===== config.mk =====
export PLATFORM = sky130hd
export DESIGN_NAME = sramPortCtrl
export DESIGN_NICKNAME = d
export VERILOG_FILES = /design/src/common/sramPkg.sv /design/src/design/sramPortCtrl.sv
export SDC_FILE = /design/constraint.sdc
export NUM_CORES = 1
export LEC_CHECK = 0
export BUFFER_PORTS_ARGS = -buffer_cell sky130_fd_sc_hd__buf_2
export CAP_MARGIN = 20
export CORE_MARGIN = 4
export CORE_UTILIZATION = 49
export CTS_BUF_LIST = sky130_fd_sc_hd__clkbuf_8
export DETAILED_ROUTE_END_ITERATION = 6
export PLACE_DENSITY = 0.79
export REMOVE_ABC_BUFFERS = 1
export SETUP_SLACK_MARGIN = 0.05
export SYNTH_ARGS = -nofsm -noshare
export SYNTH_HDL_FRONTEND = slang
export SYNTH_SLANG_ARGS = --single-unit

===== constraint.sdc =====
create_clock -name clk -period 2.15 [get_ports clk]
set_input_delay 0.1075 -clock clk [delete_from_list [all_inputs] [get_ports clk]]
set_output_delay 0.1075 -clock clk [all_outputs]
set_load 0.005 [all_outputs]

===== src/common/sramPkg.sv =====
package sramPkg;

	localparam int wordW = 32;
	localparam int byteCount = 4;
	localparam int addrMaxW = 11; // Largest supported memory of 2048 words
	localparam int macroAddrW = 9; // One 512x8 macro

	// 1 = write this byte
	typedef logic [byteCount-1:0] byteMaskT;

	// Primary port does reads and masked writes
	typedef struct packed {
		logic write;
		byteMaskT mask;
		logic [addrMaxW-1:0] addr;
		logic [wordW-1:0] data;
	} primReqT;

	typedef struct packed {
		logic [addrMaxW-1:0] addr;
	} secReqT;

	typedef struct packed {
		logic [wordW-1:0] data;
	} primRspT;

	// Address echoed for matching on the consumer side
	typedef struct packed {
		logic [wordW-1:0] data;
		logic [addrMaxW-1:0] addr;
	} secRspT;

endpackage


===== src/design/sramPortCtrl.sv =====
`timescale 1ns/1ns

module sramPortCtrl #(
	parameter type rspT = sramPkg::primRspT
) (
	input logic clk,
	input logic rstN,
	input logic reqValid,
	input logic reqIsRead,
	output logic reqReady,
	output logic fire,
	input rspT arrayRsp,
	output logic rspValid,
	input logic rspReady,
	output rspT rsp
);

	logic [1:0] credits; // Free response slots
	logic pendingRead; // Array data due this cycle
	logic [1:0] fifoCount;
	logic wrPtr;
	logic rdPtr;
	logic readFire;
	logic pop;
	rspT fifoMem [2];

	assign reqReady = credits != 2'd0;
	assign fire = reqValid && reqReady;
	assign readFire = fire && reqIsRead; // Writes never take a credit
	assign rspValid = fifoCount != 2'd0;
	assign pop = rspValid && rspReady;
	assign rsp = fifoMem[rdPtr];

	always_ff @(posedge clk) begin
		if (!rstN) begin
			credits <= 2'd2;
			pendingRead <= 1'b0;
			fifoCount <= 2'd0;
			wrPtr <= 1'b0;
			rdPtr <= 1'b0;
		end else begin
			credits <= credits - {1'b0, readFire} + {1'b0, pop};
			pendingRead <= readFire;
			fifoCount <= fifoCount + {1'b0, pendingRead} - {1'b0, pop};
			if (pendingRead)
				wrPtr <= ~wrPtr;
			if (pop)
				rdPtr <= ~rdPtr;
		end
	end

	// Capture one cycle after the read fired
	always_ff @(posedge clk) begin
		if (pendingRead)
			fifoMem[wrPtr] <= arrayRsp;
	end

	// Credits must keep the FIFO from filling past two entries
	noOverflow: assert property (@(posedge clk) disable iff (!rstN)
		pendingRead && !pop |-> fifoCount < 2'd2)
		else $error("sramPortCtrl: response FIFO overflow");

	rspHeld: assert property (@(posedge clk) disable iff (!rstN)
		rspValid && !rspReady |=> rspValid && $stable(rsp))
		else $error("sramPortCtrl: response changed while stalled");

endmodule


# Word-level counts from Yosys, hierarchy flattened
# Memory sizes are Yosys's and may differ from the RTL's. A register that Yosys moved wholly into a read port is not among the register bits.
# Cells that the tools add are included.
op_classes:
  add_sub_neg: 4
  mux: 4
  bitwise_logic: 2
  n_reduce_logical: 5
op_table:
  columns: ["operator", "count"]
  rows:
  - ["adder 2 x 1 -> 2 bit", 2]
  - ["two-way mux 1 bit", 4]
  - ["nonzero test 2 bit", 2]
  - ["subtractor 2 x 1 -> 2 bit", 2]
  - ["logical AND 1 bit", 3]
  - ["inverter 1 bit", 2]
totals:
  register_bits: 7
  ramBits: 64
  input_bits: 37
  out_inout_bits: 35
  wordCells: 21
  memories: 1
memory_table:
  columns: ["name", "depth", "word_bits", "rd", "rd_clocked_by_memory_dff", "write_ports", "line", "rtl"]
  rows:
  - ["fifoMem", 2, 32, 1, 1, 1, "sramPortCtrl.sv:25", "rspT fifoMem [2];"]

# Longest topological paths before layout
# Gate-level depths: netlist of run 1.
depth:
  depth_word: 5
  depth_mapped: 6
  depth_no_buf: 6

# Least setup slack after synthesis of run 1
# Ideal clock, no wire load.
synth_path:
  kind: "register to register"
  from: "register pendingRead"
  to: "memory fifoMem[0][0] (netlist name), enable pin"
  setup_ps: 425
  t_arrival_ps: 1833
  path_slack_ps: -107
  stages_incl_launch_ff: 2
  cell_sequence: "dfxtp_1 nor2b_1"
synth_between:
  elab_chain_len: 2
synth_rtl:
  columns: ["item", "line", "rtl"]
  rows:
  - ["from (decl)", "sramPortCtrl.sv:19", "logic pendingRead;"]
  - ["from (signal assigned)", "sramPortCtrl.sv:43", "pendingRead <= readFire;"]
  - ["two-way mux 1 bit", "sramPortCtrl.sv:54", "if (pendingRead)"]
  - ["two-way mux 1 bit (implied by the code)", "sramPortCtrl.sv:55", "fifoMem[wrPtr] <= arrayRsp;"]
  - ["to (decl)", "sramPortCtrl.sv:25", null]
# Every way passes these cells.

==> metrics, run 1 <==
full die area about 6700 um^2; worst slew pin tran roughly 420 ps; Layout area overhead 36.45%; Max-slew headroom a little under three quarters; Finish-stage setup viols 0; FF-to-FF End credits[1]; register bit total from synthesis 72; Sw Pwr 577.3 uW; Power Total 2.802 mW; Cells after DPL 280; clk_lat worst skew 340 ps; final hold vios 0; Antenna Cells 0; mapped cell area 2688 um^2; FMAX 0.5655 GHz; logic gate share of total power a little over 8%; Worst setup EP type output port; GR Overflow Total 0; Final period util between 80% and 90%; PwrDens 764.0 nW/um^2; Reg2Reg Depth 6; GR Layer Usage met3 under 10%; drt total wl between 4000 and 5000 um; wire per inst approximately 15 um; RSZ-0062 raised after global routing false; most frequent cells in the layout buf_2, edfxtp_1, dlygate4sd3_1; Critical Path Slowest Stage Cell dfxtp_1; post-layout util between 70% and 80%; root buffer cell clkbuf_8; CP bufs+invs 2; sequential share of power approximately 56%; Int Pwr 2.224 mW; DP Wirelength just under 3000 um; Port Buffers a little over 70; Clk pwr share 35.6%; CTS tree done; met2 usage approximately a quarter; H-tree Lvls 3; Yosys warnings 0; Die Y roughly 80 um; busiest grt layer met2; postcts setup bufs 0; first-pass GRT wire length 7327 um; crit start category flip-flop; vias per inst between 4 and 5; crit path cell chain buf_12 -> mux2_2 -> buf_2; I/O pins 72; clock skew 3.875 ps; worst path required time ~2000 ps; share of cells above drive strength 1 about 47%; Post-Layout Cell Count 329; drc violations 0; vias in the first global route around 1600; die width 82.06 um; reg2reg start credits[1]; Crit path max-delay family flip-flops; Via Count around 1600; crit path max fanout 25; core area 5205 um^2; Setup crit end rsp[0]; largest area contributor in the netlist edfxtp_1; DR pass1 iterations 4; top-area cell type share of the netlist area a little under three quarters; antenna violations before repair 0; async set-reset flop share out of synthesis 0%; total CTS buffers 9; Crit path arrival time around 1700 ps; ANT nets after route 0; maxcap violations 0; synth unique cells 22; Bufs on Longest Clock Path 2; Sw Ratio between 20 and 25%; cell count along the critical path 3; Row Count 26; kind of critical path reg2out; Area contributors post-synth edfxtp_1, mux2_2, dfxtp_1; Syn Inst Count 139; leakage about 1.4 nW; Final Max Tran Viols 0; Max IR drop VDD roughly 570 uV; largest net degree at the start of global routing 26; most common cell after layout, fill and taps aside buf_2; Clk pin slew, worst setup/hold paths 70 ps; Global Route met1 Usage ~17%; sequential fraction of the synthesis area between 70% and 80%; R2R Setup Slk 640 ps; fin crit period approximately 1800 ps; Sinks on Clock Net slightly above 70; GR Util All Layers ~16%; DR iter-0 viols 39; status completed; Initial Util 51.63%; RePlAce Congestion just over 0.7; most common flop cell mapped by yosys edfxtp_1; Hold WC Path Type in2reg; Post-synth EDFFs 64; nets@finish 293; Worst path max stage delay 580 ps; syn avg cell area slightly below 20 um^2
## sequential cells by signal (all words and copies together) (netlist names), named ones only
signal	cells
credits	2
fifoCount	2
fifoMem	64
pendingRead	1
rdPtr	1
wrPtr	1
## worst reg2reg max path: stages (launching register included)
cell and delay, ps:
dfxtp_1 330, o211ai_1 350, xnor2_1 110, ha_1 200, xnor2_1 190, o211a_1 170, nor2_1 40
## power groups by stage
stage	sequential (mW)	combinational, mW	clock (mW)
6_report	1.58	0.226	0.998
3_3_place_gp	1.61	0.177	0
3_5_place_dp	1.61	0.180	0
2_1_floorplan	1.61	0.0792	0
4_1_cts	1.58	0.228	1.03
5_1_grt	1.58	0.249	1.10
## repair_timing
item | CTS | global route
gates resized for setup | 0 | 0
hold buffers | 33 | 0
endpoints found under the hold margin | 65 | 0
endpoints found under the setup margin | 0 | 0
## synth_stat cells (3+ instances only)
library cell / number
mux2_2: 30
nor2_1: 5
dfxtp_1: 8
and2_1: 4
edfxtp_1: 64
inv_1: 3
xnor2_1: 4
## logic make-up after synthesis
| group | count (synthesis) | synth area share [%] |
|---|---|---|
| simple gates | 16 | 3.073 |
| buf+inv | 7 | 2.048 |
| compound gates | 6 | 1.490 |
| flops | 72 | 77.47 |
| xor+xnor | 4 | 1.303 |
| mux | 32 | 13.69 |
| fa+ha+maj | 2 | 0.9309 |
## final cells by class
type                            count  area (um^2)
Clock buffer                        9        123.9
Timing Repair Buffer              108        740.7
Sequential cell                    72         2082
Clock inverter                      7        63.81
Inverter                            3        11.26
Multi-Input combinational cell     60        558.0
Fill cell                         346         1538
Tap cell                           70        87.58
## metal layers
metal / share of wire [%] / up-vias / wire [um]
li1: - / 756 / -
met1: 41 / 737 / 1961
met2: 50 / 52 / 2416
met3: 6.6 / 12 / 317
met4: 2.6 / 0 / 127
met5: 0 / - / 0
## worst min path at each step
| stage | startpoint | endpoint | depth (start not counted) |
|---|---|---|---|
| final | reqIsRead | pendingRead | 3 |
| after global placement | arrayRsp[13] | fifoMem[1][13] | 1 |
| after detailed placement | arrayRsp[14] | fifoMem[1][14] | 1 |
| after CTS | reqIsRead | pendingRead | 3 |
| after floorplan | arrayRsp[0] | fifoMem[0][0] | 0 |
| after global routing | reqIsRead | pendingRead | 3 |
## through the flow
stage               setup WS, ps  TNS (ps)  hold WS, ps  cell area (um^2)
finish                     381.5         0        158.0              3667
global route               278.5         0        193.9              3667
CTS                        352.6         0        147.5              3667
detailed placement         636.3         0        298.9              3149
global placement           732.6         0        295.7              3149
floorplan                 -107.4     -3437        206.4              2644
Note: power is estimated with default switching activity, not from simulation.
==> inputs of run 2 (changes only) <==
--- a/config.mk
+++ b/config.mk
@@ -8,10 +8,10 @@
 export BUFFER_PORTS_ARGS = -buffer_cell sky130_fd_sc_hd__buf_2
 export CAP_MARGIN = 20
 export CORE_MARGIN = 4
-export CORE_UTILIZATION = 49
+export CORE_UTILIZATION = 54
 export CTS_BUF_LIST = sky130_fd_sc_hd__clkbuf_8
 export DETAILED_ROUTE_END_ITERATION = 6
-export PLACE_DENSITY = 0.79
+export PLACE_DENSITY = 0.83
 export REMOVE_ABC_BUFFERS = 1
 export SETUP_SLACK_MARGIN = 0.05
 export SYNTH_ARGS = -nofsm -noshare
==> constraint.sdc (replaced) <==
create_clock -name clk -period 1.85 [get_ports clk]
set_input_delay 0.0925 -clock clk [delete_from_list [all_inputs] [get_ports clk]]
set_output_delay 0.0925 -clock clk [all_outputs]
set_load 0.005 [all_outputs]
==> metrics, run 2 (synthesis results as in run 1) <==
status completed (unchanged); Final Max Tran Viols 0 (unchanged); Max-slew headroom 75.57% (was 71.95%); Power Total 3.404 mW (was 2.802 mW); H-tree Lvls 3 (unchanged); first-pass GRT wire length 8293 um (was 7327 um); Via Count 1534 (was 1557); Port Buffers 71 (unchanged); Most flops, register fifoMem (unchanged); Antenna Cells 0 (unchanged); core area 4786 um^2 (was 5205 um^2); DP Wirelength 3193 um (was 2930 um); GR Util All Layers 18.26% (was 15.67%); clk_lat worst skew 340 ps (about the same); Worst setup EP type output port (unchanged); full die area 6169 um^2 (was 6734 um^2); crit start category flip-flop (unchanged); Die Y 78.55 um (was 82.06 um); vias in the first global route 1759 (was 1579); FMAX around 0.6 GHz; root buffer cell clkbuf_8 (unchanged); Bufs on Longest Clock Path 2 (unchanged); PwrDens 927.2 nW/um^2 (was 764.0 nW/um^2); Cells after DPL 278 (was 280); ANT nets after route 0 (unchanged); biggest regs fifoMem (64), credits (2), fifoCount (2) (unchanged); worst slew pin tran 364.9 ps (was 420.1 ps); maxcap violations 0 (unchanged); Crit path arrival time 1540 ps (was 1660 ps); postcts setup bufs 0 (unchanged); DR iter-0 viols 99 (was 39); post-layout util 76.71% (was 70.46%); post-cts resize count 0 (unchanged); most frequent cells in the layout buf_2, edfxtp_1, dlygate4sd3_1 (unchanged); most common cell after layout, fill and taps aside buf_2 (unchanged); RePlAce Congestion 0.6707 (was 0.7162); Clk pin slew, worst setup/hold paths 70 ps (about the same); Row Count 25 (was 26); final hold vios 0 (unchanged); post-route setup TNS 0 ps (unchanged); drc violations 0 (unchanged); nets@finish 293 (unchanged); vias per inst 4.706 (was 4.733); CTS tree done (unchanged); pre-CTS setup slack 294.1 ps (was 636.3 ps); fin crit period approximately 1600 ps; clock skew 7.163 ps (was 3.875 ps); I/O pins 72 (unchanged); Max IR drop VDD 570.5 uV (was 569.4 uV); setup ws final 220.4 ps (was 381.5 ps); fin area 3671 um^2 (was 3667 um^2); DR pass1 iterations 3 (was 4); crit path max fanout 25 (unchanged); worst hold slack 16.61 ps (was 158.0 ps); Final period util 88.09%; Hold Buf Count CTS 32 (was 33); Hold WC Path Type in2reg (unchanged); Layout area overhead 36.59% (was 36.45%); Finish-stage setup viols 0 (unchanged); total CTS buffers 9 (unchanged); wire per inst 15.38 um (was 14.66 um); Initial Util 56.16% (was 51.63%); largest net degree at the start of global routing 26 (unchanged); drt total wl 5015 um (was 4822 um); share of cells above drive strength 1 47.88% (was 47.49%); Post-Layout Cell Count 326 (was 329); max FFs per register 64 (unchanged); worst path required time 1760 ps (was 2040 ps); kind of critical path reg2out (unchanged); RSZ-0062 raised after global routing false (unchanged); antenna violations before repair 0 (unchanged); die width 78.55 um (was 82.06 um); cell area after placement 3141 um^2 (was 3149 um^2); GR Overflow Total 0 (unchanged); Sinks on Clock Net 72 (unchanged); leakage 1.408 nW (was 1.399 nW)
## run 2: cell count changes in the layout (fill, tap and decap cells not counted)
cell	previous run	this run
dlygate4sd3_1	33	32
clkinvlp_4	1	0
bufinv_16	1	2
clkinv_1	1	2
buf_4	2	4
inv_1	4	3
buf_12	2	1
## run 2: area by class of cell
class                      count  area, um^2
clock buffer                   9       123.9
clock inverter                 7       86.33
fill                         290        1115
inverter                       3       11.26
multi-input combinational     60       558.0
sequential                    72        2082
tap                           67       83.83
timing repair buffer         108       725.7
## run 2: power by group
group	leakage (nW)	internal, mW	total, mW	switching, mW
combinational	0.654	0.157	0.264	0.107
sequential	0.646	1.82	1.83	0.0162
clock	0.108	0.747	1.31	0.561
## run 2: final timing paths
kind                    from  slack, ps         end  cells after the start
setup / recovery   flip-flop        220     rsp[12]                      3
hold / removal          rstN         20  credits[0]                      2
hold reg to reg        rdPtr        530       rdPtr                      2
setup reg to reg  credits[1]        290  credits[1]                      6
## run 2: routing by layer
metal	vias to the layer above	wire, um	global-route usage, %	share of wire, %
met5	-	0	0	0
met4	0	116	10.49	2.3
met3	10	301	4.817	6.0
met2	47	2637	32.94	53
met1	718	1959	18.94	39
li1	759	-	-	-
## run 2: critical path: stages, from the launching register on
cell     delay [ps]
dfxtp_1         330
buf_4           340
mux2_2          390
buf_2           140
==> inputs of run 3 (changes only) <==
--- a/config.mk
+++ b/config.mk
@@ -5,15 +5,17 @@
 export SDC_FILE = /design/constraint.sdc
 export NUM_CORES = 1
 export LEC_CHECK = 0
+export ABC_AREA = 1
 export BUFFER_PORTS_ARGS = -buffer_cell sky130_fd_sc_hd__buf_2
 export CAP_MARGIN = 20
 export CORE_MARGIN = 4
 export CORE_UTILIZATION = 54
 export CTS_BUF_LIST = sky130_fd_sc_hd__clkbuf_8
 export DETAILED_ROUTE_END_ITERATION = 6
-export PLACE_DENSITY = 0.83
+export PLACE_DENSITY = 0.82
 export REMOVE_ABC_BUFFERS = 1
 export SETUP_SLACK_MARGIN = 0.05
+export SKIP_LAST_GASP = 1
 export SYNTH_ARGS = -nofsm -noshare
 export SYNTH_HDL_FRONTEND = slang
 export SYNTH_SLANG_ARGS = --single-unit
==> metrics, run 3 <==
max FFs per register 64 (unchanged); Crit path arrival time 1420 ps (was 1540 ps); Final Max Tran Viols 0 (unchanged); leakage 1.537 nW (was 1.408 nW); synth unique cells 16 (was 22); setup ws final 337.1 ps (was 220.4 ps); Worst setup EP type output port (unchanged); crit path cell chain buf_4 -> mux2_2 -> buf_2 (unchanged); Worst path max stage delay 380 ps (was 390 ps); most common cell after layout, fill and taps aside buf_2 (unchanged); worst path required time 1760 ps (about the same); Via Count 1581 (was 1534); Clk pin slew, worst setup/hold paths 70 ps (about the same); status completed (unchanged); Final period util 81.78% (was 88.09%); ANT nets after route 0 (unchanged); drt total wl 4805 um (was 5015 um); drc violations 0 (unchanged); vias per inst 4.636 (was 4.706); logic gate share of total power 10.3% (was 7.8%); post-route setup TNS 0 ps (unchanged); first-pass GRT wire length 7638 um (was 8293 um); Antenna Cells 0 (unchanged); Syn Inst Count 152 (was 139); DR pass1 iterations 4 (was 3); Crit path max-delay family buffers and inverters (unchanged); top-count cell post-synth edfxtp_1 (unchanged); syn avg cell area 18.62 um^2 (was 19.34 um^2); most frequent cells in the layout buf_2, edfxtp_1, dlygate4sd3_1 (unchanged); largest area contributor in the netlist edfxtp_1 (unchanged); Int Pwr 2.455 mW (was 2.720 mW); share of cells above drive strength 1 44.28% (was 47.88%); core area 5107 um^2 (was 4786 um^2); maxcap violations 0 (unchanged); wire per inst 14.09 um (was 15.38 um); clk_lat worst skew 310 ps (was 340 ps); most common flop cell mapped by yosys edfxtp_1 (unchanged); worst slew pin tran 366.4 ps (was 364.9 ps); Finish-stage setup viols 0 (unchanged); full die area 6463 um^2 (was 6169 um^2); GR Overflow Total 0 (unchanged); die width 80.40 um (was 78.55 um); RSZ-0062 raised after global routing false (unchanged); CTS tree done (unchanged); fin area 3735 um^2 (was 3671 um^2); Layout area overhead 31.96% (was 36.59%); worst hold slack 122.5 ps (was 16.61 ps); DP Wirelength 3143 um (was 3193 um); Most flops, register fifoMem (unchanged); antenna violations before repair 0 (unchanged); biggest regs fifoMem (64), credits (2), fifoCount (2) (unchanged); largest net degree at the start of global routing 27 (was 26); sequential fraction of the synthesis area 73.56% (was 77.47%); Post-Layout Cell Count 341 (was 326); mapped cell area 2830 um^2 (was 2688 um^2); Max-slew headroom 75.51% (was 75.57%); GR Util All Layers 16.31% (was 18.26%); Sw Ratio 20.33% (was 20.10%); async set-reset flop share out of synthesis 0% (unchanged); sequential share of power 59.4% (was 53.8%); crit start category flip-flop (unchanged); Yosys warnings 0 (unchanged); clock skew 4.714 ps (was 7.163 ps); FMAX 0.6610 GHz (was 0.6136 GHz); fin crit period 1513 ps (was 1630 ps); list of most frequent post-synthesis cells edfxtp_1, mux2_4, inv_1 (was edfxtp_1, mux2_2, dfxtp_1); Power Total 3.081 mW (was 3.404 mW); cell area after placement 3261 um^2 (was 3141 um^2); Port Buffers 71 (unchanged); vias in the first global route 1655 (was 1759); final hold vios 0 (unchanged); Critical Path Slowest Stage Cell mux2_2 (unchanged); total CTS buffers 9 (unchanged); Clk pwr share 30.2% (was 38.4%); H-tree Lvls 3 (unchanged); nets@finish 307 (was 293); RePlAce Congestion 0.7559 (was 0.6707); I/O pins 72 (unchanged); Post-synth EDFFs 64 (unchanged); Sw Pwr 626.4 uW (was 684.2 uW); PwrDens 825.0 nW/um^2 (was 927.2 nW/um^2); CP bufs+invs 2 (unchanged); Bufs on Longest Clock Path 2 (unchanged); Die Y 80.40 um (was 78.55 um); kind of critical path reg2out (unchanged); register bit total from synthesis 72 (unchanged); # fillers 335 (was 290); post-layout util 73.13% (was 76.71%); crit path max fanout 15 (was 25); top-area cell type share of the netlist area 67.90% (was 71.51%); Row Count 26 (was 25); DR iter-0 viols 88 (was 99); Cells after DPL 294 (was 278); Max IR drop VDD 554.8 uV (was 570.5 uV); pre-CTS setup slack 359.4 ps (was 294.1 ps); Initial Util 55.41% (was 56.16%); Area contributors post-synth edfxtp_1, mux2_4, dfxtp_1 (was edfxtp_1, mux2_2, dfxtp_1); Sinks on Clock Net 72 (unchanged); Hold WC Path Type in2reg (unchanged); root buffer cell clkbuf_8 (unchanged)
-- run 3: timing repair --
action                                 in CTS  in global routing
gates resized for setup                     0                  0
hold buffers                               33                  0
endpoints found under the hold margin      65                  0
setup buffers                               0                  0
-- run 3: final timing paths --
kind / startpoint / to / slack [ps] / cells after the start
worst min-delay path: reqIsRead / pendingRead / 120 / 5
worst max-delay path: flip-flop / rsp[31] / 340 / 3
worst max register to register: credits[1] / credits[1] / 340 / 10
worst min register to register: fifoCount[1] / fifoCount[1] / 510 / 2
-- run 3: cell type report --
cell class,count,area (um^2),area share (%)
Timing Repair Buffer,109,735.7,19.70
Clock inverter,5,20.02,0.5360
Inverter,15,56.30,1.508
Sequential cell,72,2083,55.78
Clock buffer,9,123.9,3.317
Multi-Input combinational cell,61,628.1,16.82
Tap cell,70,87.58,2.345
-- run 3: metal layers --
metal / GRT usage, % / wire length (um) / vias up
met3: 3.700 / 271 / 7
met5: 0 / 0 / -
met4: 8.953 / 53 / 0
met2: 28.31 / 2586 / 50
met1: 18.49 / 1893 / 741
li1: - / - / 783
-- run 3: worst min-delay path, stage by stage --
cell and delay [ps]:
buf_2 110, inv_1 40, nor3_1 50, inv_1 60, nor2_1 40
-- run 3: cells by family (layout without fill, tap and decap cells) --
family / count (synthesis) / after routing / synth area share [%]
buf+inv: 19 / 138 / 4.509
xor+xnor: 2 / 2 / 0.6190
simple gates: 21 / 21 / 3.006
mux: 32 / 32 / 16.71
fa+ha+maj: 2 / 2 / 0.8840
compound gates: 4 / 4 / 0.7070
flops: 72 / 72 / 73.56
-- run 3: power groups by stage --
stage,logic [mW],clock network (mW),registers [mW]
finish,0.318,0.932,1.83
global route,0.351,1.02,1.83
CTS,0.321,0.956,1.83
detailed placement,0.267,0,1.87
global placement,0.258,0,1.86
floorplan,0.132,0,1.88
